## src/verilog/elev_cfg_pkg.sv

```systemverilog
/* Building size, car count and cycle timing of the elevator bank.
   Every RTL file reads these constants by scoped name. */
package elev_cfg_pkg;

    // ********************
    // Building.
    // ********************

    // Floors are numbered 0 to NUM_FLOORS-1.
    localparam int NUM_FLOORS = 4;
    // Cars are numbered 0 to NUM_CARS-1.
    localparam int NUM_CARS = 2;
    localparam int FLOOR_W = 2;
    localparam int CAR_W = 1;

    // Highest floor, sized like a floor number.
    localparam logic [FLOOR_W-1:0] TOP_FLOOR = FLOOR_W'(NUM_FLOORS - 1);

    // ********************
    // Timing.
    // ********************

    // Cycles from departure to arrival at the adjacent floor.
    localparam int TRAVEL_CYCLES = 6;
    // Cycles spent in each of OPENING, OPEN and CLOSING.
    localparam int DOOR_CYCLES = 3;

    // Timer widths and terminal counts.
    localparam int TRAVEL_W = $clog2(TRAVEL_CYCLES);
    localparam int DOOR_W = $clog2(DOOR_CYCLES);
    localparam logic [TRAVEL_W-1:0] TRAVEL_LAST = TRAVEL_W'(TRAVEL_CYCLES - 1);
    localparam logic [DOOR_W-1:0] DOOR_LAST = DOOR_W'(DOOR_CYCLES - 1);

endpackage

```

## src/verilog/elev_types_pkg.sv

```systemverilog
/* Enumerations and packed structs passed between the hall-call controller,
   the cars, the arrival queue and the pins of the bank. */
package elev_types_pkg;

    // Direction of travel; also the index of the up and down hall buttons.
    typedef enum logic {
        UP   = 1'b0,
        DOWN = 1'b1
    } dir_t;

    typedef enum logic {
        STOPPED = 1'b0,
        MOVING  = 1'b1
    } motion_t;

    // Encoding follows the door cycle, so the next state is the current one plus one.
    typedef enum logic [1:0] {
        CLOSED  = 2'd0,
        OPENING = 2'd1,
        OPEN    = 2'd2,
        CLOSING = 2'd3
    } door_t;

    // Hall button press.
    typedef struct packed {
        logic [elev_cfg_pkg::FLOOR_W-1:0] floor;
        dir_t                             dir;
    } hall_call_t;

    // Cab button press, tagged with the car it belongs to.
    typedef struct packed {
        logic [elev_cfg_pkg::CAR_W-1:0]   car;
        logic [elev_cfg_pkg::FLOOR_W-1:0] floor;
    } car_call_t;

    // Controller command to one car.
    typedef struct packed {
        logic stop_next;
        logic continue_on;
    } car_cmd_t;

    // Car state; arrived is high for one cycle after each arrival.
    typedef struct packed {
        logic [elev_cfg_pkg::FLOOR_W-1:0] floor;
        dir_t                             dir;
        motion_t                          motion;
        door_t                            door;
        logic                             arrived;
    } car_status_t;

    // One arrival report.
    typedef struct packed {
        logic [elev_cfg_pkg::CAR_W-1:0]   car;
        logic [elev_cfg_pkg::FLOOR_W-1:0] floor;
        dir_t                             dir;
    } arrival_event_t;

endpackage

```

## src/verilog/hall_call_dispatch.sv

```systemverilog
/* Hall-call controller. Stores the up and down floor buttons, tells each car
   whether to stop or carry on, and clears the buttons a car has taken. */
module hall_call_dispatch (
    input  logic                                      clk,
    input  logic                                      rst,
    input  elev_types_pkg::hall_call_t                hall_call,
    input  logic                                      hall_valid,
    output logic                                      hall_ready,
    input  elev_types_pkg::car_status_t               status [elev_cfg_pkg::NUM_CARS],
    output elev_types_pkg::car_cmd_t                  cmd [elev_cfg_pkg::NUM_CARS],
    output logic [1:0][elev_cfg_pkg::NUM_FLOORS-1:0]  hall_lamps
);

    // Buttons indexed by dir_t, then floor.
    logic [1:0][elev_cfg_pkg::NUM_FLOORS-1:0] btn;
    // Buttons taken by a car in this cycle.
    logic [1:0][elev_cfg_pkg::NUM_FLOORS-1:0] commit;
    // Buttons still free while cars are served in order.
    logic [1:0][elev_cfg_pkg::NUM_FLOORS-1:0] avail;

    // Buttons are plain flags, so a press is always accepted.
    assign hall_ready = 1'b1;
    assign hall_lamps = btn;

    // ********************
    // Per-car decisions.
    // ********************
    always_comb begin
        int stop_f;
        avail = btn;
        commit = '0;
        // Lower car numbers are served first and mask what they take.
        for (int c = 0; c < elev_cfg_pkg::NUM_CARS; c++) begin
            // A moving car can still stop at the floor it is heading for.
            // A stopped car can only pick up at its own floor.
            stop_f = int'(status[c].floor);
            if (status[c].motion == elev_types_pkg::MOVING) begin
                if (status[c].dir == elev_types_pkg::UP) begin
                    stop_f = stop_f + 1;
                end else begin
                    stop_f = stop_f - 1;
                end
            end
            cmd[c].stop_next = 1'b0;
            if (stop_f >= 0 && stop_f < elev_cfg_pkg::NUM_FLOORS &&
                avail[status[c].dir][stop_f]) begin
                cmd[c].stop_next = 1'b1;
                commit[status[c].dir][stop_f] = 1'b1;
                avail[status[c].dir][stop_f] = 1'b0;
            end

            // Any call strictly beyond the car keeps it going.
            cmd[c].continue_on = 1'b0;
            for (int f = 0; f < elev_cfg_pkg::NUM_FLOORS; f++) begin
                if (status[c].dir == elev_types_pkg::UP) begin
                    if (f > int'(status[c].floor)) begin
                        cmd[c].continue_on = cmd[c].continue_on | btn[0][f] | btn[1][f];
                    end
                end else if (f < int'(status[c].floor)) begin
                    cmd[c].continue_on = cmd[c].continue_on | btn[0][f] | btn[1][f];
                end
            end
        end
    end

    // ********************
    // Button storage.
    // ********************
    always_ff @(posedge clk) begin
        if (rst) begin
            btn <= '0;
        end else begin
            btn <= btn & ~commit;
            // A press on a button being taken is already served.
            if (hall_valid && !commit[hall_call.dir][hall_call.floor]) begin
                btn[hall_call.dir][hall_call.floor] <= 1'b1;
            end
        end
    end

    // A taken button is dark on the very next cycle, whatever the cars do.
    a_commit_clears: assert property (@(posedge clk) disable iff (rst)
        commit != '0 |=> (btn & $past(commit)) == '0);

endmodule

```

## config.mk

```make
export PLATFORM = sky130hd
export DESIGN_NAME = hall_call_dispatch
export DESIGN_NICKNAME = d
export VERILOG_FILES = /design/src/verilog/elev_cfg_pkg.sv /design/src/verilog/elev_types_pkg.sv /design/src/verilog/hall_call_dispatch.sv
export SDC_FILE = /design/constraint.sdc
export NUM_CORES = 1
export LEC_CHECK = 0
export BUFFER_PORTS_ARGS = -buffer_cell sky130_fd_sc_hd__buf_2
export CORE_AREA = 2 2 58 47
export DETAILED_ROUTE_END_ITERATION = 6
export DIE_AREA = 0 0 60 49
export HOLD_SLACK_MARGIN = 0.05
export PLACE_DENSITY = 0.77
export RECOVER_POWER = 100
export SKIP_CTS_REPAIR_TIMING = 1
export SYNTH_ARGS = -nofsm -noshare
export SYNTH_HDL_FRONTEND = slang
export SYNTH_SLANG_ARGS = --single-unit
```

## constraint.sdc

```tcl
create_clock -name clk -period 3 [get_ports clk]
set_input_delay 0.3 -clock clk [delete_from_list [all_inputs] [get_ports clk]]
set_output_delay 0.3 -clock clk [all_outputs]
set_load 0.005 [all_outputs]
```

# Word level (Yosys, flattened, before mapping)
# Cells that the tools add are included.
dict set report word_totals {
  ff_bits 8
  wordCells 121
  input_bits 20
  output_inout_bits 13
}
dict set report op_classes {
  order_cmp 28
  n_mux 56
  n_reduce_logical 12
  n_addsub 4
  bitwise 19
}
# op count
set ops {}
lappend ops {{$ge A32 B1 Y1 const B} 4}
lappend ops {{$lt A32 B4 Y1 const B} 4}
lappend ops {{$mux W32} 4}
lappend ops {{$mux W4} 9}
lappend ops {{$mux W8} 4}
lappend ops {{$mux W1} 30}
lappend ops {{$and A8 B8 Y8} 2}
lappend ops {{$not A8 Y8} 2}
lappend ops {{$or A8 B8 Y8} 2}
lappend ops {{$or A1 B1 Y1} 13}
lappend ops {{$demux W4 S1} 3}
lappend ops {{$logic_and A1 B1 Y1} 11}
lappend ops {{$gt A2 B2 Y1 const A} 4}
lappend ops {{$lt A1 B2 Y1 const A} 4}
lappend ops {{$add A2 B1 Y3 const B} 2}
lappend ops {{$bmux W1 S2} 3}
lappend ops {{$demux W1 S2} 3}
lappend ops {{$lt A1 B2 Y1 const B} 3}
lappend ops {{$sub A2 B1 Y3 const B} 2}
lappend ops {{$gt A1 B2 Y1 const A} 2}
lappend ops {{$lt A2 B2 Y1 const A} 2}
lappend ops {{$ge A1 B1 Y1 const B} 3}
lappend ops {{$lt A2 B3 Y1 const B} 1}
lappend ops {{$ge A2 B1 Y1 const B} 1}
lappend ops {{$logic_not A1 Y1} 1}

# Longest topological paths before layout
dict set report logic_depth {
  depth_word 26
  mapped_depth 8
  depth_no_buf 7
}

# Worst setup path after synthesis
# OpenSTA, ideal clock, no wires.
dict set report synth_path {
  path_type {input to output}
  start {in status[12] (netlist name)}
  end {out cmd[1] (netlist name)}
  path_buffers 1
  arrival_time_ns 2.035
  cell_stages 8
  setup_slack_ns 0.665
  cell_sequence {clkbuf_1 > inv_1 > ha_1 > xnor2_1 > a21o_1 > and2_4 > a311o_1 > o311ai_2}
}
# element line
set synth_lines {}
lappend synth_lines {{start: declaration} hall_call_dispatch.sv:9} ;# input elev_types_pkg::car_status_t status [elev_cfg_pkg::NUM_CARS],
lappend synth_lines {{end: declaration} hall_call_dispatch.sv:10} ;# output elev_types_pkg::car_cmd_t cmd [elev_cfg_pkg::NUM_CARS],

==> impl_results.md <==
- Hold_ws: 0.3528 ns
- Peak supply drop: 227.4 µV
- Vias per cell: 6.110
- Synth Register Bits: 8
- Critical Path Start: status[12]
- Achievable Freq: 382.7 MHz
- Number of port buffers: 25
- Leak: 0.5504 nW
- Commonest non-fill, non-tap cell in the layout: buf_2
- Post-Syn Area: 1175 µm²
- Skew-Pair Late Insertion Delay: 0.26 ns
- Initial drt markers: 73
- Critical Path AT: 2.31 ns
- GPL Wtd Cong: 0.8765
- Measured slew at the worst slew-check pin: 0.5323 ns
- # rows: 16
- # setup viols final: 0
- Fraction of registers with async set/reset: 0%
- CTS Sinks: 8
- Post-synthesis sequential area ratio: 13.63%
- H-Tree Depth: 1
- Syn_area_per_cell: 7.729 µm²
- YS warnings: 0
- Post-route DRC: 0
- Syn Inst Count: 152
- Worst Setup End Kind: primary output
- Initial core utilization: 48.50%
- TritonRoute pass-1 iters: 4
- Outcome: finished, final reports clean
- Hold_sp: rst
- Pre-CTS setup slack: 0.4544 ns
- IO Pins: 33
- DP HPWL: 2.434 mm
- Post-Route WL: 3.096 mm
- Overflow after GRT: 0
- GRT Util Overall: 23.25%
- Max reg flops: 8
- Max-cap violations: 0
- Vias: 1277
- Unrepaired setup endpoints after global routing: false
- CTS tree: done
- Die area: 2940 µm²
- Nature of the critical path startpoint: input pin
- Most frequent cells in the layout: buf_2, nor2_1, ha_1
- EDFF count, synth: 0
- Largest net degree at the start of global routing: 16
- Post-Synthesis Net Count: 183
- Pwr dens: 292.6 nW/µm²
- Max_slew headroom: 64.26%
- Synth-to-Final Area Change: 12.57%
- Minimum clock period after layout: 2.613 ns
- Worst r2r src: hall_lamps[1]
- Kind of critical path: input pin to primary output
- Count of cell types in the netlist: 48
- Final worst slack: 0.3869 ns
- Initial antenna violation count: 0
- Reg2Reg Setup Slack: 1.18 ns
- Hold Violations, Final: 0
- Clock-pin slew on the worst setup and hold paths: 0.05 ns
- Dominant synthesized flop cell: dfxtp_1
- Layout Skew: 0.0001592 ns
- Drt wl/cell: 14.81 µm
- Fin nets: 206
- Final period util: 87.10%
- First-pass GRT wire length: 5.361 mm
- TritonCTS Buffers: 3
- Ant. Diodes: 0
- Root Driver: clkbuf_4
- Hold WC Path Type: input pin to register
- Total negative slack: 0 ns
- Die height: 49 µm
- Crit-path max FO: 11
- Max Transition Viols Final: 0
- Layout cells sized above 1: 17.34%
- Worst Path Required: 2.70 ns
- Maximum root-to-sink buffer count: 2
- Core area: 2422 µm²
- DIE WIDTH: 60 µm
- Post-DRT Antenna Nets: 0
- Post-layout util: 54.60%
- Vias in the first global route: 1183
cell families after synthesis:
| logic type | count (synthesis) | share of synthesized area (%) |
|---|---|---|
| AO/OA/AOI/OAI | 54 | 32.91 |
| AND/OR/NAND/NOR | 51 | 23.32 |
| buffers and inverters | 17 | 6.709 |
| adder cells (fa/ha/maj) | 11 | 11.71 |
| flip-flops | 8 | 13.63 |
| XOR/XNOR | 5 | 4.899 |
| multiplexers | 5 | 6.496 |
| other | 1 | 0.3192 |
final timing paths:
kind | endpoint | depth (start not counted)
setup reg to reg | hall_lamps[1] | 4
hold / removal | hall_lamps[2] | 2
hold reg to reg | hall_lamps[7] | 1
setup / recovery | cmd[1] | 9
critical path: stages:
cell	delay, ns
buf_2	0.19
inv_1	0.11
ha_1	0.32
xnor2_1	0.15
a21o_1	0.25
and2_0	0.22
a311o_1	0.38
o311ai_2	0.24
buf_2	0.16
where the power goes:
group,switching [mW],total [mW],internal (mW)
logic,0.105,0.180,0.0755
registers,0.0109,0.125,0.114
clock network,0.0361,0.0818,0.0457
total,0.152,0.387,0.235
per-layer routing:
layer	vias up	wire length (µm)	GRT usage, %	share of wire, %
li1	623	-	-	-
met1	578	1381	34.85	45
met2	71	1345	34.06	43
met3	5	330	2.387	11
met4	0	38	8.148	1.2
met5	-	0	0	0
synth_stat cells (2+ instances only):
cell type | count | share of area, %
a211oi_1 | 3 | 1.9
nor3b_1 | 3 | 1.9
nor3_1 | 4 | 1.7
mux2i_1 | 2 | 1.7
a311o_1 | 3 | 2.6
o22ai_1 | 2 | 1.1
inv_1 | 9 | 2.9
dfxtp_1 | 8 | 14
mux4_2 | 2 | 3.8
a31oi_1 | 8 | 4.3
or3b_1 | 2 | 1.5
and3b_1 | 2 | 1.5
o21a_1 | 4 | 2.6
clkbuf_1 | 4 | 1.3
nand2b_1 | 2 | 1.1
ha_1 | 11 | 12
a31o_1 | 2 | 1.5
a41oi_1 | 4 | 3.0
nand4_1 | 3 | 1.6
a2111oi_0 | 4 | 3.0
a21oi_1 | 9 | 3.8
nand2_1 | 3 | 0.96
xnor2_1 | 2 | 1.5
a22oi_1 | 3 | 1.9
xor2_1 | 2 | 1.5
nor2b_1 | 4 | 2.1
nor2_1 | 18 | 5.8
o21ai_0 | 6 | 2.6
nand3_1 | 4 | 1.7
stage by stage:
step	cell area [µm²]	total power, mW	instances
after detailed placement	1306	0.3052	206
after floorplan	1175	0.2512	152
after global routing	1323	0.4118	209
final	1323	0.3869	209
after global placement	1306	0.3016	206
after CTS	1329	0.3854	209
area by class of cell:
cell class                      instances  area, µm²
Fill cell                             245       1100
Multi-Input combinational cell        127      933.4
Sequential cell                         8      160.2
Timing Repair Buffer                   25      121.4
Tap cell                               36      45.04
Inverter                               10      40.04
Clock buffer                            3      22.52
No activity file was read; power rests on OpenSTA's default activity.
