File: src/verilog/elev_cfg_pkg.sv
/* Building size, car count and cycle timing of the elevator bank.
   Every RTL file reads these constants by scoped name. */
package elev_cfg_pkg;

    // ********************
    // Building.
    // ********************

    // Floors are numbered 0 to NUM_FLOORS-1.
    localparam int NUM_FLOORS = 4;
    // Cars are numbered 0 to NUM_CARS-1.
    localparam int NUM_CARS = 2;
    localparam int FLOOR_W = 2;
    localparam int CAR_W = 1;

    // Highest floor, sized like a floor number.
    localparam logic [FLOOR_W-1:0] TOP_FLOOR = FLOOR_W'(NUM_FLOORS - 1);

    // ********************
    // Timing.
    // ********************

    // Cycles from departure to arrival at the adjacent floor.
    localparam int TRAVEL_CYCLES = 6;
    // Cycles spent in each of OPENING, OPEN and CLOSING.
    localparam int DOOR_CYCLES = 3;

    // Timer widths and terminal counts.
    localparam int TRAVEL_W = $clog2(TRAVEL_CYCLES);
    localparam int DOOR_W = $clog2(DOOR_CYCLES);
    localparam logic [TRAVEL_W-1:0] TRAVEL_LAST = TRAVEL_W'(TRAVEL_CYCLES - 1);
    localparam logic [DOOR_W-1:0] DOOR_LAST = DOOR_W'(DOOR_CYCLES - 1);

endpackage

File: src/verilog/elev_types_pkg.sv
/* Enumerations and packed structs passed between the hall-call controller,
   the cars, the arrival queue and the pins of the bank. */
package elev_types_pkg;

    // Direction of travel; also the index of the up and down hall buttons.
    typedef enum logic {
        UP   = 1'b0,
        DOWN = 1'b1
    } dir_t;

    typedef enum logic {
        STOPPED = 1'b0,
        MOVING  = 1'b1
    } motion_t;

    // Encoding follows the door cycle, so the next state is the current one plus one.
    typedef enum logic [1:0] {
        CLOSED  = 2'd0,
        OPENING = 2'd1,
        OPEN    = 2'd2,
        CLOSING = 2'd3
    } door_t;

    // Hall button press.
    typedef struct packed {
        logic [elev_cfg_pkg::FLOOR_W-1:0] floor;
        dir_t                             dir;
    } hall_call_t;

    // Cab button press, tagged with the car it belongs to.
    typedef struct packed {
        logic [elev_cfg_pkg::CAR_W-1:0]   car;
        logic [elev_cfg_pkg::FLOOR_W-1:0] floor;
    } car_call_t;

    // Controller command to one car.
    typedef struct packed {
        logic stop_next;
        logic continue_on;
    } car_cmd_t;

    // Car state; arrived is high for one cycle after each arrival.
    typedef struct packed {
        logic [elev_cfg_pkg::FLOOR_W-1:0] floor;
        dir_t                             dir;
        motion_t                          motion;
        door_t                            door;
        logic                             arrived;
    } car_status_t;

    // One arrival report.
    typedef struct packed {
        logic [elev_cfg_pkg::CAR_W-1:0]   car;
        logic [elev_cfg_pkg::FLOOR_W-1:0] floor;
        dir_t                             dir;
    } arrival_event_t;

endpackage

File: src/verilog/elevator_car.sv
/* One elevator car. Holds its cab buttons, floor and direction, and runs the
   motion and door state machines on fixed travel and dwell timers. */
module elevator_car #(
    parameter logic [elev_cfg_pkg::CAR_W-1:0] car_id = '0
) (
    input  logic                                clk,
    input  logic                                rst,
    input  elev_types_pkg::car_call_t           car_call,
    input  logic                                car_valid,
    input  elev_types_pkg::car_cmd_t            cmd,
    input  logic                                hold,
    output elev_types_pkg::car_status_t         status,
    output logic [elev_cfg_pkg::NUM_FLOORS-1:0] lamps
);

    logic [elev_cfg_pkg::FLOOR_W-1:0]  floor_q;
    elev_types_pkg::dir_t              dir_q;
    elev_types_pkg::motion_t           motion_q;
    elev_types_pkg::door_t             door_q;
    logic                              arrived_q;
    logic [elev_cfg_pkg::TRAVEL_W-1:0] travel_cnt;
    logic [elev_cfg_pkg::DOOR_W-1:0]   door_cnt;

    logic [elev_cfg_pkg::FLOOR_W-1:0]  next_floor;
    logic [elev_cfg_pkg::FLOOR_W-1:0]  stop_floor;
    logic                              cab_above;
    logic                              cab_below;
    logic                              ahead;
    logic                              door_start;
    logic                              start;

    assign status = '{floor: floor_q, dir: dir_q, motion: motion_q,
                      door: door_q, arrived: arrived_q};

    // Adjacent floor in the current direction.
    assign next_floor = (dir_q == elev_types_pkg::UP) ? floor_q + 1'b1 : floor_q - 1'b1;
    // Floor a stop_next command refers to.
    assign stop_floor = (motion_q == elev_types_pkg::MOVING) ? next_floor : floor_q;

    always_comb begin
        cab_above = 1'b0;
        cab_below = 1'b0;
        for (int f = 0; f < elev_cfg_pkg::NUM_FLOORS; f++) begin
            if (f > int'(floor_q)) begin
                cab_above = cab_above | lamps[f];
            end
            if (f < int'(floor_q)) begin
                cab_below = cab_below | lamps[f];
            end
        end
    end

    // Work remaining in the current direction.
    assign ahead = cmd.continue_on ||
                   (dir_q == elev_types_pkg::UP ? cab_above : cab_below);

    // Lit lamp at the floor of a stopped car opens the door.
    assign door_start = motion_q == elev_types_pkg::STOPPED &&
                        door_q == elev_types_pkg::CLOSED && lamps[floor_q];

    // Departure waits for a closed door, no pending open and a drained report.
    assign start = motion_q == elev_types_pkg::STOPPED &&
                   door_q == elev_types_pkg::CLOSED && !lamps[floor_q] &&
                   !cmd.stop_next && !hold && !arrived_q && ahead;

    // ********************
    // Cab buttons.
    // ********************
    always_ff @(posedge clk) begin
        if (rst) begin
            lamps <= '0;
        end else begin
            if (car_valid && car_call.car == car_id) begin
                lamps[car_call.floor] <= 1'b1;
            end
            // A taken hall call becomes a stop request of this car.
            if (cmd.stop_next) begin
                lamps[stop_floor] <= 1'b1;
            end
            // The opening door serves everything at this floor.
            if (door_start) begin
                lamps[floor_q] <= 1'b0;
            end
        end
    end

    // ********************
    // Motion and travel timer.
    // ********************
    always_ff @(posedge clk) begin
        if (rst) begin
            floor_q <= '0;
            motion_q <= elev_types_pkg::STOPPED;
            travel_cnt <= '0;
            arrived_q <= 1'b0;
        end else begin
            arrived_q <= 1'b0;
            case (motion_q)
                elev_types_pkg::STOPPED: begin
                    if (start) begin
                        motion_q <= elev_types_pkg::MOVING;
                        travel_cnt <= '0;
                    end
                end
                default: begin
                    if (travel_cnt == elev_cfg_pkg::TRAVEL_LAST) begin
                        motion_q <= elev_types_pkg::STOPPED;
                        floor_q <= next_floor;
                        arrived_q <= 1'b1;
                    end else begin
                        travel_cnt <= travel_cnt + 1'b1;
                    end
                end
            endcase
        end
    end

    // ********************
    // Door and dwell timer.
    // ********************
    always_ff @(posedge clk) begin
        if (rst) begin
            door_q <= elev_types_pkg::CLOSED;
            door_cnt <= '0;
        end else if (door_q == elev_types_pkg::CLOSED) begin
            if (door_start) begin
                door_q <= elev_types_pkg::OPENING;
                door_cnt <= '0;
            end
        end else if (door_cnt == elev_cfg_pkg::DOOR_LAST) begin
            // OPENING, OPEN, CLOSING, then back to CLOSED.
            door_q <= elev_types_pkg::door_t'(door_q + 2'd1);
            door_cnt <= '0;
        end else begin
            door_cnt <= door_cnt + 1'b1;
        end
    end

    // Direction holds while travelling.
    // Reverses when idle ahead; forced at the end floors.
    always_ff @(posedge clk) begin
        if (rst) begin
            dir_q <= elev_types_pkg::UP;
        end else if (motion_q == elev_types_pkg::STOPPED) begin
            if (floor_q == elev_cfg_pkg::TOP_FLOOR) begin
                dir_q <= elev_types_pkg::DOWN;
            end else if (floor_q == '0) begin
                dir_q <= elev_types_pkg::UP;
            end else if (!ahead) begin
                dir_q <= (dir_q == elev_types_pkg::UP) ? elev_types_pkg::DOWN
                                                       : elev_types_pkg::UP;
            end
        end
    end

    a_move_closed: assert property (@(posedge clk) disable iff (rst)
        motion_q == elev_types_pkg::MOVING |-> door_q == elev_types_pkg::CLOSED);

    // Never heads past the top or the bottom floor.
    a_floor_range: assert property (@(posedge clk) disable iff (rst)
        motion_q == elev_types_pkg::MOVING |->
            (dir_q == elev_types_pkg::UP ? floor_q != elev_cfg_pkg::TOP_FLOOR
                                         : floor_q != '0));

endmodule

File: config.mk
export PLATFORM = sky130hd
export DESIGN_NAME = elevator_car
export DESIGN_NICKNAME = d
export VERILOG_FILES = /design/src/verilog/elev_cfg_pkg.sv /design/src/verilog/elev_types_pkg.sv /design/src/verilog/elevator_car.sv
export SDC_FILE = /design/constraint.sdc
export NUM_CORES = 1
export LEC_CHECK = 0
export BUFFER_PORTS_ARGS = -buffer_cell sky130_fd_sc_hd__buf_2
export CORE_MARGIN = 3
export CORE_UTILIZATION = 53
export CTS_CLUSTER_DIAMETER = 150
export DETAILED_ROUTE_END_ITERATION = 8
export PLACE_DENSITY = 0.87
export SYNTH_ARGS = -nofsm -noshare
export SYNTH_HDL_FRONTEND = slang
export SYNTH_SLANG_ARGS = --single-unit
File: constraint.sdc
create_clock -name clk -period 2.5 [get_ports clk]
set_input_delay 0.5 -clock clk [delete_from_list [all_inputs] [get_ports clk]]
set_output_delay 0.5 -clock clk [all_outputs]
set_load 0.005 [all_outputs]
Word level (Yosys, flattened, before mapping)
Index checks and enable logic that the tools add are counted.

storage, ports and cells
  register bits = 16
  input port bits = 9
  word-level logic and storage cells = 105

operators by class
  add/subtract/negate cells = 5
  $lt $le $gt $ge = 12
  equal/unequal tests = 6
  mux-type cells = 39
  bitwise gates (word level) = 10
  reductions and logical operators = 25

operators with widths
  cell                   number
  $mux W4                5
  $mux W1                19
  $mux W2                8
  $logic_and A1 B1 Y1    11
  $lt A2 B3 Y1 const B   3
  $mux W3                3
  $or A4 B4 Y4           2
  $reduce_and A2 Y1      4
  $add A2 B1 Y2 const B  3
  $demux W1 S2           3
  $ge A2 B1 Y1 const B   3
  $and A4 B4 Y4          1
  $eq A2 B2 Y1 const B   2
  $gt A2 B2 Y1 const A   2
  $logic_not A1 Y1       4
  $logic_not A2 Y1       2
  $lt A1 B2 Y1 const A   2
  $ne A2 B2 Y1 const B   2
  $not A4 Y4             1
  $or A1 B1 Y1           4
  $reduce_bool A2 Y1     2
  $add A3 B1 Y3 const B  1
  $eq A3 B3 Y1 const B   1
  $ne A3 B1 Y1 const B   1
  other kinds (7)        8

Longest topological paths before layout
Gate-level depths: netlist of run 1.

  word-level depth = 12
  depth in mapped cells = 6
  depth with buffers taken out = 6

Worst setup path after synthesis of run 1
No wires, ideal clock.

  path type = register -> register
  from = register floor_q[1] (netlist name)
  to = register dir_q
  arrival time = 1.775 ns
  required time = 2.426 ns
  setup slack = 0.650 ns
  cell stages (with the launch flop) = 7
  clock period less this slack = 1.850 ns
  cells stage by stage = dfxtp_1 > inv_1 > ha_1 > nand3b_1 > and4_4 > or4b_1 > a31oi_1

on the way
  cells in the longest elaborated chain, start to end = 10

RTL lines
  item                                          line                                    text
  from (decl)                                   elevator_car.sv:16                      logic [elev_cfg_pkg::FLOOR_W-1:0] floor_q;
  from (signal assigned)                        elevator_car.sv:108                     floor_q <= next_floor;
  $gt A1 B2 Y1 or $lt A1 B2 Y1 (tied branches)  elevator_car.sv:44, elevator_car.sv:47
  $mux W1, on equally long branches             elevator_car.sv:44, elevator_car.sv:47
  $or A1 B1 Y1, on equally long branches        elevator_car.sv:45, elevator_car.sv:48
  $mux W1, on equally long branches             elevator_car.sv:44, elevator_car.sv:47
  $or A1 B1 Y1, on equally long branches        elevator_car.sv:45, elevator_car.sv:48
  $mux W1, on equally long branches             elevator_car.sv:44, elevator_car.sv:47
  $mux W1                                       elevator_car.sv:55                      (dir_q == elev_types_pkg::UP ? cab_above : cab_below);
  $logic_or A1 B1 Y1                            elevator_car.sv:54                      assign ahead = cmd.continue_on ||
  $ne A3 B1 Y1 (no line)                        n/a
  $reduce_and A2 Y1 (no line)                   n/a
  to (signal assigned)                          elevator_car.sv:143                     dir_q <= elev_types_pkg::UP;
  to (signal assigned)                          elevator_car.sv:146                     dir_q <= elev_types_pkg::DOWN;
  to (signal assigned)                          elevator_car.sv:148                     dir_q <= elev_types_pkg::UP;
  to (decl)                                     elevator_car.sv:17                      elev_types_pkg::dir_t dir_q;

Several ways; a longest one is shown, not always the timed one.
A chain may end at the register's enable or synchronous reset.

Final worst setup path of run 1
Same ends and word-level chain as after synthesis.

==> results.json, run 1 <==
{
  "status": "complete, no violations",
  "antenna_found_initial": 0,
  "hp-class": "flop to flop",
  "fp.dieH_um": 49.4,
  "ys_seq_elements": 16,
  "hold_depth": 2,
  "p_leak_nw": 0.472,
  "crit_fanout": 10,
  "maxCapViolations": 0,
  "mostFrequentLayoutCells": "19 x buf_2, 16 x dfxtp_1, 9 x ha_1, 7 x nand2_1, 7 x a211oi_1",
  "r2r_end": "dir_q",
  "dieArea_sq_mm": 0.00244,
  "finalSetupViolCount": 0,
  "p_comb_share_pct": 18.3,
  "critPathLaunchType": "flop",
  "cts_tree": "done",
  "total_power_mw": 0.562,
  "powerDensity_mw_per_mm2": 499,
  "synth-edff-count": 0,
  "postCtsHoldBufs": 0,
  "track_usage_pct": 19.2,
  "drc": 0,
  "dieWidth_um": 49.4,
  "wl_per_cell_um": 14.8,
  "stdcell_count": 147,
  "syn_area_per_cell_sq_um": 9.52,
  "place_area_sq_mm": 0.00109,
  "worstPathRequired_ns": 2.72,
  "post-dp-hpwl_um": 1640,
  "fill_cells": 163,
  "switching_share_pct": 27.9,
  "clk_pin_slew_worst_paths_ns": 0.09,
  "row_count": 15,
  "skew_ns": 0.00157,
  "final_layout_size_suffix_gt1_share_pct": 24.6,
  "syn_nets": 123,
  "routed_wl_um": 2180,
  "hold-path-endpoint": "door_q[1]",
  "yosysWarnings": 0,
  "final.min_clock_period_ns": 2.02,
  "initial_core_util_pct": 57.3,
  "hold_viol_final": 0,
  "ys_seq_area_share_pct": 32.0,
  "synth.area.top_cells": "dfxtp_1 32%, ha_1 11%, a211oi_1 5.3%, nand2_1 2.6%, nor2b_1 2.5%",
  "grt_setup_unrepaired": "no",
  "cts_buffers": 3,
  "cts-resized-gates": 0,
  "port_buffers": 19,
  "vias_per_cell": 5.89,
  "cts-root-buf": "clkbuf_4",
  "final_common_cell": "buf_2",
  "internal_power_mw": 0.405,
  "core_sq_mm": 0.00175,
  "cp_data_arrival_time_ns": 2.25,
  "fmax_ghz": 0.494,
  "grt_pass1_vias": 786,
  "htree_levels": 1,
  "switchingPower_mw": 0.157,
  "setup_tns_ns": 0,
  "reg2reg_depth": 6,
  "cp-end-kind": "flop",
  "grt_start_max_net_pins": 19,
  "clkSinkCount": 16,
  "dp.cells": 143,
  "netlist_area_sq_um": 1000,
  "max_slew.worst_pin.slew_ns": 0.394,
  "hold_ws_ns": 0.482,
  "yosys.area.top_type": "dfxtp_1",
  "fin_crit_sh_pct": 80.9,
  "area_delta_synth_final_pct": 12.8,
  "synthFlopType": "dfxtp_1",
  "critPathKind": "flop to flop",
  "final_max_slew_viol_count": 0,
  "insertion_delay_ns": 0.29,
  "grt_pass1_wl_um": 3590,
  "synthCells": 105,
  "clockBufferDepth": 2,
  "grt_overflow": 0,
  "first_pass_iters": 4,
  "ios": 20,
  "holdCritStartpoint": "door_q[1]",
  "design_area_sq_mm": 0.00113,
  "relSlewSlack_pct": 73.7,
  "postRouteAntennaNets": 0,
  "ys_async_sr_fraction_pct": 0,
  "diodes": 0,
  "irDropWorstVdd_v": 0.000298,
  "r2r_start": "floor_q[1]",
  "nNetsFinal": 141,
  "r2r_slack_ns": 0.48,
  "routed-via-count": 866,
  "pwr-share-clk_pct": 30.9,
  "post_cts_buffers": 0,
  "seqPwrFrac_pct": 50.8,
  "synth_cell_types": 39,
  "drtIter0Drc": 40,
  "synthDominantCellAreaShare_pct": 32.0,
  "place.gp.congestion": 0.854
}
-- through the flow --
step	util, %	setup slack, ns
floorplan	-	0.650
global placement	62.5	0.593
detailed placement	62.5	0.493
CTS	64.6	0.483
global route	64.6	0.304
finish	64.6	0.478
-- area by class of cell --
class,instances,area [sq um],area share [%]
inverter,5,18.8,1.66
sequential,16,320,28.4
timing repair buffer,19,95.1,8.44
tap,25,31.3,2.77
multi-input combinational,78,626,55.5
clock buffer,4,36.3,3.22
-- how the worst max path moves through the flow --
| stage | from | end | cells past startpoint |
|---|---|---|---|
| floorplan | floor_q[1] | dir_q | 6 |
| global placement | floor_q[0] | dir_q | 6 |
| detailed placement | floor_q[1] | dir_q | 6 |
| CTS | floor_q[1] | dir_q | 6 |
| global route | floor_q[1] | dir_q | 6 |
| finish | floor_q[1] | dir_q | 6 |
-- power groups by stage --
stage / combinational, mW / clock, mW / sequential, mW
after detailed placement: 0.102 / 0 / 0.292
after global placement: 0.0984 / 0 / 0.291
after global routing: 0.113 / 0.190 / 0.288
final: 0.103 / 0.174 / 0.286
after floorplan: 0.0757 / 0 / 0.286
after CTS: 0.103 / 0.178 / 0.286
-- state kept, by name (all words and copies together), names as in the netlist --
register and flops:
arrived_q 1, dir_q 1, door_cnt 2, door_q 2, floor_q 2, lamps 4, motion_q 1, travel_cnt 3
-- synth_stat cells, types with 2 or more instances --
master and n:
buf_4 3, nor2_1 5, nand2_1 7, ha_1 9, o21ai_0 3, a21oi_1 3
nor3b_1 2, nor2b_1 4, inv_1 5, dfxtp_1 16, a31oi_1 3, nor3_1 4
xor2_1 2, xnor2_1 2, nor4bb_1 2, nand3b_1 2, a211oi_1 7, or3_1 2
clkbuf_1 2, mux2i_1 2, a311oi_1 2
-- layer usage --
layer	part of all wire [%]	track usage, %	vias up
met5	0	0	-
li1	-	-	418
met2	46	31.9	39
met4	3.9	8.76	0
met1	44	23.5	394
met3	6.6	3.98	15
-- critical path, stage by stage (launching register included) --
cell	delay, ns
dfxtp_1	0.54
inv_1	0.16
ha_1	0.26
nand2b_1	0.16
and4_4	0.20
or4b_1	0.47
a31oi_1	0.17
-- logic make-up after synthesis --
family / count (synthesis) / share of synthesized area (%)
AOI/OAI and AO/OA: 23 / 16.1
xor gates and xnor gates: 4 / 3.51
adders and majority gates: 9 / 11.3
buffers and inverters: 11 / 5.38
DFF: 16 / 32.0
muxes: 4 / 5.38
and+or+nand+nor: 38 / 26.3
No activity file was read; power rests on OpenSTA's default activity.
==> run 2, diff against run 1 <==
--- a/config.mk
+++ b/config.mk
@@ -5,6 +5,7 @@
 export SDC_FILE = /design/constraint.sdc
 export NUM_CORES = 1
 export LEC_CHECK = 0
+export ABC_AREA = 1
 export BUFFER_PORTS_ARGS = -buffer_cell sky130_fd_sc_hd__buf_2
 export CORE_MARGIN = 3
 export CORE_UTILIZATION = 53
==> constraint.sdc (replaced) <==
create_clock -name clk -period 1.9 [get_ports clk]
set_input_delay 0.38 -clock clk [delete_from_list [all_inputs] [get_ports clk]]
set_output_delay 0.38 -clock clk [all_outputs]
set_load 0.005 [all_outputs]
==> run 2 against run 1 <==
Clock power increased by 34%. Synthesized area decreased by 1.5%. First-iteration DRC count decreased by 2.5%.
==> results.json, run 2 <==
{
  "critPathMaxStageDelay_ns": 0.50,
  "clkSinkCount": 16,
  "hp-class": "input port to flop",
  "grt_start_max_net_pins": 10,
  "path_buf_inv": 1,
  "top_regs": "lamps: 4 flops, travel_cnt: 3 flops",
  "routed-via-count": 990,
  "dieArea_sq_mm": 0.00241,
  "ios": 20,
  "grt_pass1_wl_um": 4040,
  "postRouteAntennaNets": 0,
  "critPathKind": "flop to flop",
  "antenna_found_initial": 0,
  "p_leak_nw": 0.556,
  "fin_crit_sh_pct": 91.7,
  "maxCapViolations": 0,
  "track_usage_pct": 22.0,
  "cts_tree": "done",
  "syn_nets": 153,
  "grt_overflow": 0,
  "synthDominantCellAreaShare_pct": 32.5,
  "ys_seq_area_share_pct": 32.5,
  "synth.most_common_cell": "nand2_1",
  "synth.area.top_cells": "dfxtp_1 33%, ha_1 11%, nand2_1 7.2%, inv_1 6.9%, a21oi_1 6.6%",
  "setup_tns_ns": 0,
  "yosysWarnings": 0,
  "irDropWorstVdd_v": 0.000506,
  "netlist_area_sq_um": 985,
  "mostFrequentLayoutCells": "19 x nand2_1, 19 x buf_2, 18 x inv_1, 16 x dfxtp_1",
  "port_buffers": 19,
  "clk_pin_slew_worst_paths_ns": 0.10,
  "wl_per_cell_um": 13.5,
  "worstPathRequired_ns": 2.13,
  "largest_reg_flops": 4,
  "ys_async_sr_fraction_pct": 0,
  "crit_fanout": 8,
  "dp.cells": 174,
  "cp_data_arrival_time_ns": 1.97,
  "area_delta_synth_final_pct": 13.7,
  "cp-end-kind": "flop",
  "htree_levels": 1,
  "post-dp-hpwl_um": 1850,
  "post_cts_buffers": 0,
  "final_layout_size_suffix_gt1_share_pct": 24.0,
  "place_area_sq_mm": 0.00108,
  "relSlewSlack_pct": 78.2,
  "initial_core_util_pct": 60.4,
  "yosys.area.top_type": "dfxtp_1",
  "finalSetupViolCount": 0,
  "crit_chain": "inv_2 -> ha_1 -> xor2_1 -> o21ai_1 -> nand3_1 -> a21oi_1",
  "fmax_ghz": 0.574,
  "diodes": 0,
  "final.min_clock_period_ns": 1.74,
  "drtIter0Drc": 39,
  "design_area_sq_mm": 0.00112,
  "core_sq_mm": 0.00163,
  "hold_viol_final": 0,
  "place.gp.congestion": 0.924,
  "routed_wl_um": 2400,
  "nNetsFinal": 173,
  "powerDensity_mw_per_mm2": 764,
  "ys_seq_elements": 16,
  "total_power_mw": 0.855,
  "skew_ns": 0.0133,
  "grt_setup_unrepaired": "no",
  "synthFlopType": "dfxtp_1",
  "synth-edff-count": 0,
  "stdcell_count": 178,
  "status": "complete, no violations",
  "critPathLaunchType": "flop",
  "final_core_util_pct": 68.7,
  "max_slew.worst_pin.slew_ns": 0.325,
  "grt_pass1_vias": 941,
  "cts_buffers": 3,
  "insertion_delay_ns": 0.30,
  "final_max_slew_viol_count": 0,
  "first_pass_iters": 4,
  "clockBufferDepth": 2,
  "vias_per_cell": 5.56,
  "cts-resized-gates": 0,
  "row_count": 14,
  "cts-root-buf": "clkbuf_4",
  "syn_area_per_cell_sq_um": 7.29,
  "crit_family": "flip-flops",
  "drc": 0,
  "critPathSlowestCell": "dfxtp_1",
  "fp.dieH_um": 49.1,
  "largest_register": "lamps",
  "dieWidth_um": 49.1,
  "synth_common_cells": "19 x nand2_1, 18 x inv_1, 16 x dfxtp_1, 13 x a21oi_1, 13 x nand3_1",
  "postCtsHoldBufs": 0,
  "synthCells": 135,
  "synth_cell_types": 24
}
-- run 2: metrics by stage --
stage	setup WS (ns)	hold WS (ns)
2_1_floorplan	0.396	0.464
3_3_place_gp	0.336	0.469
3_5_place_dp	0.205	0.488
4_1_cts	0.174	0.324
5_1_grt	0.000677	0.334
6_report	0.158	0.327
-- run 2: worst register-to-register path: stages, from the launching register on --
cell	delay, ns
dfxtp_1	0.50
inv_2	0.12
ha_1	0.33
xor2_1	0.16
o21ai_1	0.26
nand3_1	0.14
a21oi_1	0.14
-- run 2: final cells by class --
cell class / instances / area, sq um
Timing Repair Buffer: 19 / 95.1
Fill cell: 146 / 509
Clock buffer: 4 / 36.3
Sequential cell: 16 / 320
Tap cell: 24 / 30.0
Multi-Input combinational cell: 93 / 556
Inverter: 22 / 82.6
-- run 2: routing by layer --
metal | global-route usage, % | up-vias | share of wire, %
li1 | - | 479 | -
met1 | 23.2 | 444 | 37
met2 | 37.1 | 56 | 50
met3 | 5.81 | 11 | 9.6
met4 | 16.1 | 0 | 3.9
met5 | 0 | - | 0
-- run 2: path summary, 6_finish.rpt --
kind	startpoint	end	slack (ns)	cells past startpoint
setup / recovery	floor_q[0]	lamps[1]	0.16	6
hold / removal	rst	travel_cnt[2]	0.33	2
setup reg to reg	floor_q[0]	lamps[1]	0.16	6
hold reg to reg	door_q[0]	door_q[0]	0.50	2
-- run 2: logic make-up after synthesis --
kind of cell,share of synthesized area [%]
buffers and inverters,11.1
DFF,32.5
AOI/OAI and AO/OA,17.2
xor gates and xnor gates,2.67
adders and majority gates,11.4
and+or+nand+nor,25.2
-- run 2: report_power, final --
group          switching (mW)  total [mW]  internal, mW
sequential             0.0316       0.399         0.368
clock                   0.116       0.233         0.117
combinational           0.136       0.223        0.0870
==> run 3, diff against run 2 <==
--- a/config.mk
+++ b/config.mk
@@ -8,10 +8,12 @@
 export ABC_AREA = 1
 export BUFFER_PORTS_ARGS = -buffer_cell sky130_fd_sc_hd__buf_2
 export CORE_MARGIN = 3
-export CORE_UTILIZATION = 53
+export CORE_UTILIZATION = 45
+export CTS_BUF_LIST = sky130_fd_sc_hd__clkbuf_16
 export CTS_CLUSTER_DIAMETER = 150
 export DETAILED_ROUTE_END_ITERATION = 8
-export PLACE_DENSITY = 0.87
+export GPL_TIMING_DRIVEN = 1
+export PLACE_DENSITY = 0.77
 export SYNTH_ARGS = -nofsm -noshare
 export SYNTH_HDL_FRONTEND = slang
 export SYNTH_SLANG_ARGS = --single-unit
==> run 3 against run 2 <==
Combinational power is 2% lower. Setup slack improved by 0.082 ns. Cell count rose by 1.1%. Clock power up 70%. Critical path type unchanged. Non-clock buffer count unchanged.
==> results.json, run 3 (synthesis gave the netlist of run 2 again) <==
{
  "status": "complete, no violations",
  "track_usage_pct": 18.6,
  "relSlewSlack_pct": 79.0,
  "cts-resized-gates": 0,
  "diodes": 0,
  "path_buf_inv": 1,
  "final.min_clock_period_ns": 1.66,
  "postRouteAntennaNets": 0,
  "skew_ns": 0.00235,
  "hold-path-endpoint": "travel_cnt[2]",
  "r2r_slack_ns": 0.24,
  "first_pass_iters": 4,
  "dieArea_sq_mm": 0.00279,
  "fp.dieH_um": 52.8,
  "hold_depth": 2,
  "grt_pass1_vias": 898,
  "setup_tns_ns": 0,
  "core_sq_mm": 0.00202,
  "post_cts_buffers": 0,
  "post-dp-hpwl_um": 1720,
  "postCtsHoldBufs": 0,
  "clk_pin_slew_worst_paths_ns": 0.05,
  "fin_crit_sh_pct": 87.4,
  "place.gp.congestion": 0.948,
  "insertion_delay_ns": 0.24,
  "cp_data_arrival_time_ns": 1.83,
  "design_area_sq_mm": 0.00116,
  "grt_start_max_net_pins": 10,
  "drc": 0,
  "vias_per_cell": 5.34,
  "critPathLaunchType": "flop",
  "routed_wl_um": 2160,
  "hold_viol_final": 0,
  "worstPathRequired_ns": 2.07,
  "cts_tree": "done",
  "max_slew.worst_pin.slew_ns": 0.314,
  "dieWidth_um": 52.8,
  "place_area_sq_mm": 0.00109,
  "critPathMaxStageDelay_ns": 0.50,
  "mostFrequentLayoutCells": "19 x nand2_1, 19 x buf_2, 18 x inv_1, 16 x dfxtp_1",
  "port_buffers": 19,
  "p_leak_nw": 0.572,
  "clkSinkCount": 16,
  "largest_reg_flops": 4,
  "drtIter0Drc": 23,
  "cts_buffers": 3,
  "grt_pass1_wl_um": 3800,
  "hp-class": "input port to flop",
  "fmax_ghz": 0.602,
  "cts-root-buf": "clkbuf_16",
  "fill_cells": 190,
  "critPathKind": "flop to flop",
  "antenna_found_initial": 0,
  "crit_chain": "inv_2 -> ha_1 -> xor2_1 -> o21ai_1 -> nand3_1 -> a21oi_1",
  "r2r_start": "floor_q[0]",
  "critPathSlowestCell": "dfxtp_1",
  "largest_register": "lamps",
  "initial_core_util_pct": 48.7,
  "maxCapViolations": 0,
  "grt_setup_unrepaired": "no",
  "htree_levels": 1,
  "row_count": 16,
  "r2r_end": "lamps[0]",
  "ios": 20,
  "final_max_slew_viol_count": 0,
  "crit_family": "flip-flops",
  "reg2reg_depth": 6,
  "wl_per_cell_um": 12.0,
  "final_layout_size_suffix_gt1_share_pct": 23.5,
  "top_regs": "lamps: 4 flops, travel_cnt: 3 flops",
  "nNetsFinal": 173,
  "grt_overflow": 0,
  "routed-via-count": 962,
  "clockBufferDepth": 2,
  "area_delta_synth_final_pct": 18.0,
  "crit_fanout": 8,
  "powerDensity_mw_per_mm2": 875,
  "cp-end-kind": "flop",
  "irDropWorstVdd_v": 0.000722,
  "holdCritStartpoint": "rst",
  "finalSetupViolCount": 0
}
## run 3: cell types whose count changed in the layout (fill, tap and decap cells not counted), sizes merged
cell	previous run	this run
clkbuf	4	3
## run 3: where the power goes
part | internal, mW | switching (mW)
logic | 0.0867 | 0.132
registers | 0.369 | 0.0321
clock network | 0.275 | 0.121
## run 3: per-stage QoR
step                instances  utilization (%)  hold slack (ns)  total power, mW  setup WS, ns
global placement          177             53.8            0.470            0.613         0.327
finish                    180             57.5            0.408             1.02         0.240
global route              180             57.5            0.426             1.08        0.0724
CTS                       180             57.5            0.409             1.03         0.244
floorplan                 135                -            0.464            0.560         0.396
detailed placement        177             53.8            0.497            0.627         0.254
## run 3: cell type report
class / count / area [sq um] / area share, %
Inverter: 22 / 82.6 / 7.10
Tap cell: 27 / 33.8 / 2.91
Timing Repair Buffer: 19 / 95.1 / 8.18
Sequential cell: 16 / 320 / 27.6
Multi-Input combinational cell: 93 / 556 / 47.8
Clock buffer: 3 / 75.1 / 6.46
## run 3: worst max-delay path by stage
stage | from | end | slack [ns] | cells after the start
5_1_grt | floor_q[0] | travel_cnt[2] | 0.07 | 11
2_1_floorplan | floor_q[0] | lamps[2] | 0.40 | 7
4_1_cts | floor_q[0] | lamps[0] | 0.24 | 6
3_5_place_dp | floor_q[0] | lamps[0] | 0.25 | 6
6_report | floor_q[0] | lamps[0] | 0.24 | 6
3_3_place_gp | floor_q[0] | lamps[1] | 0.33 | 6
## run 3: worst reg2reg max path, stage by stage, from the launching register on
cell     delay (ns)
dfxtp_1        0.50
inv_2          0.13
ha_1           0.32
xor2_1         0.16
o21ai_1        0.23
nand3_1        0.10
a21oi_1        0.14
## run 3: routing by layer
layer | part of all wire (%) | GRT usage (%) | vias to the layer above
li1 | - | - | 479
met1 | 44 | 22.9 | 444
met2 | 48 | 30.8 | 32
met3 | 5.2 | 2.56 | 7
met4 | 2.5 | 10.2 | 0
met5 | 0 | 0 | -
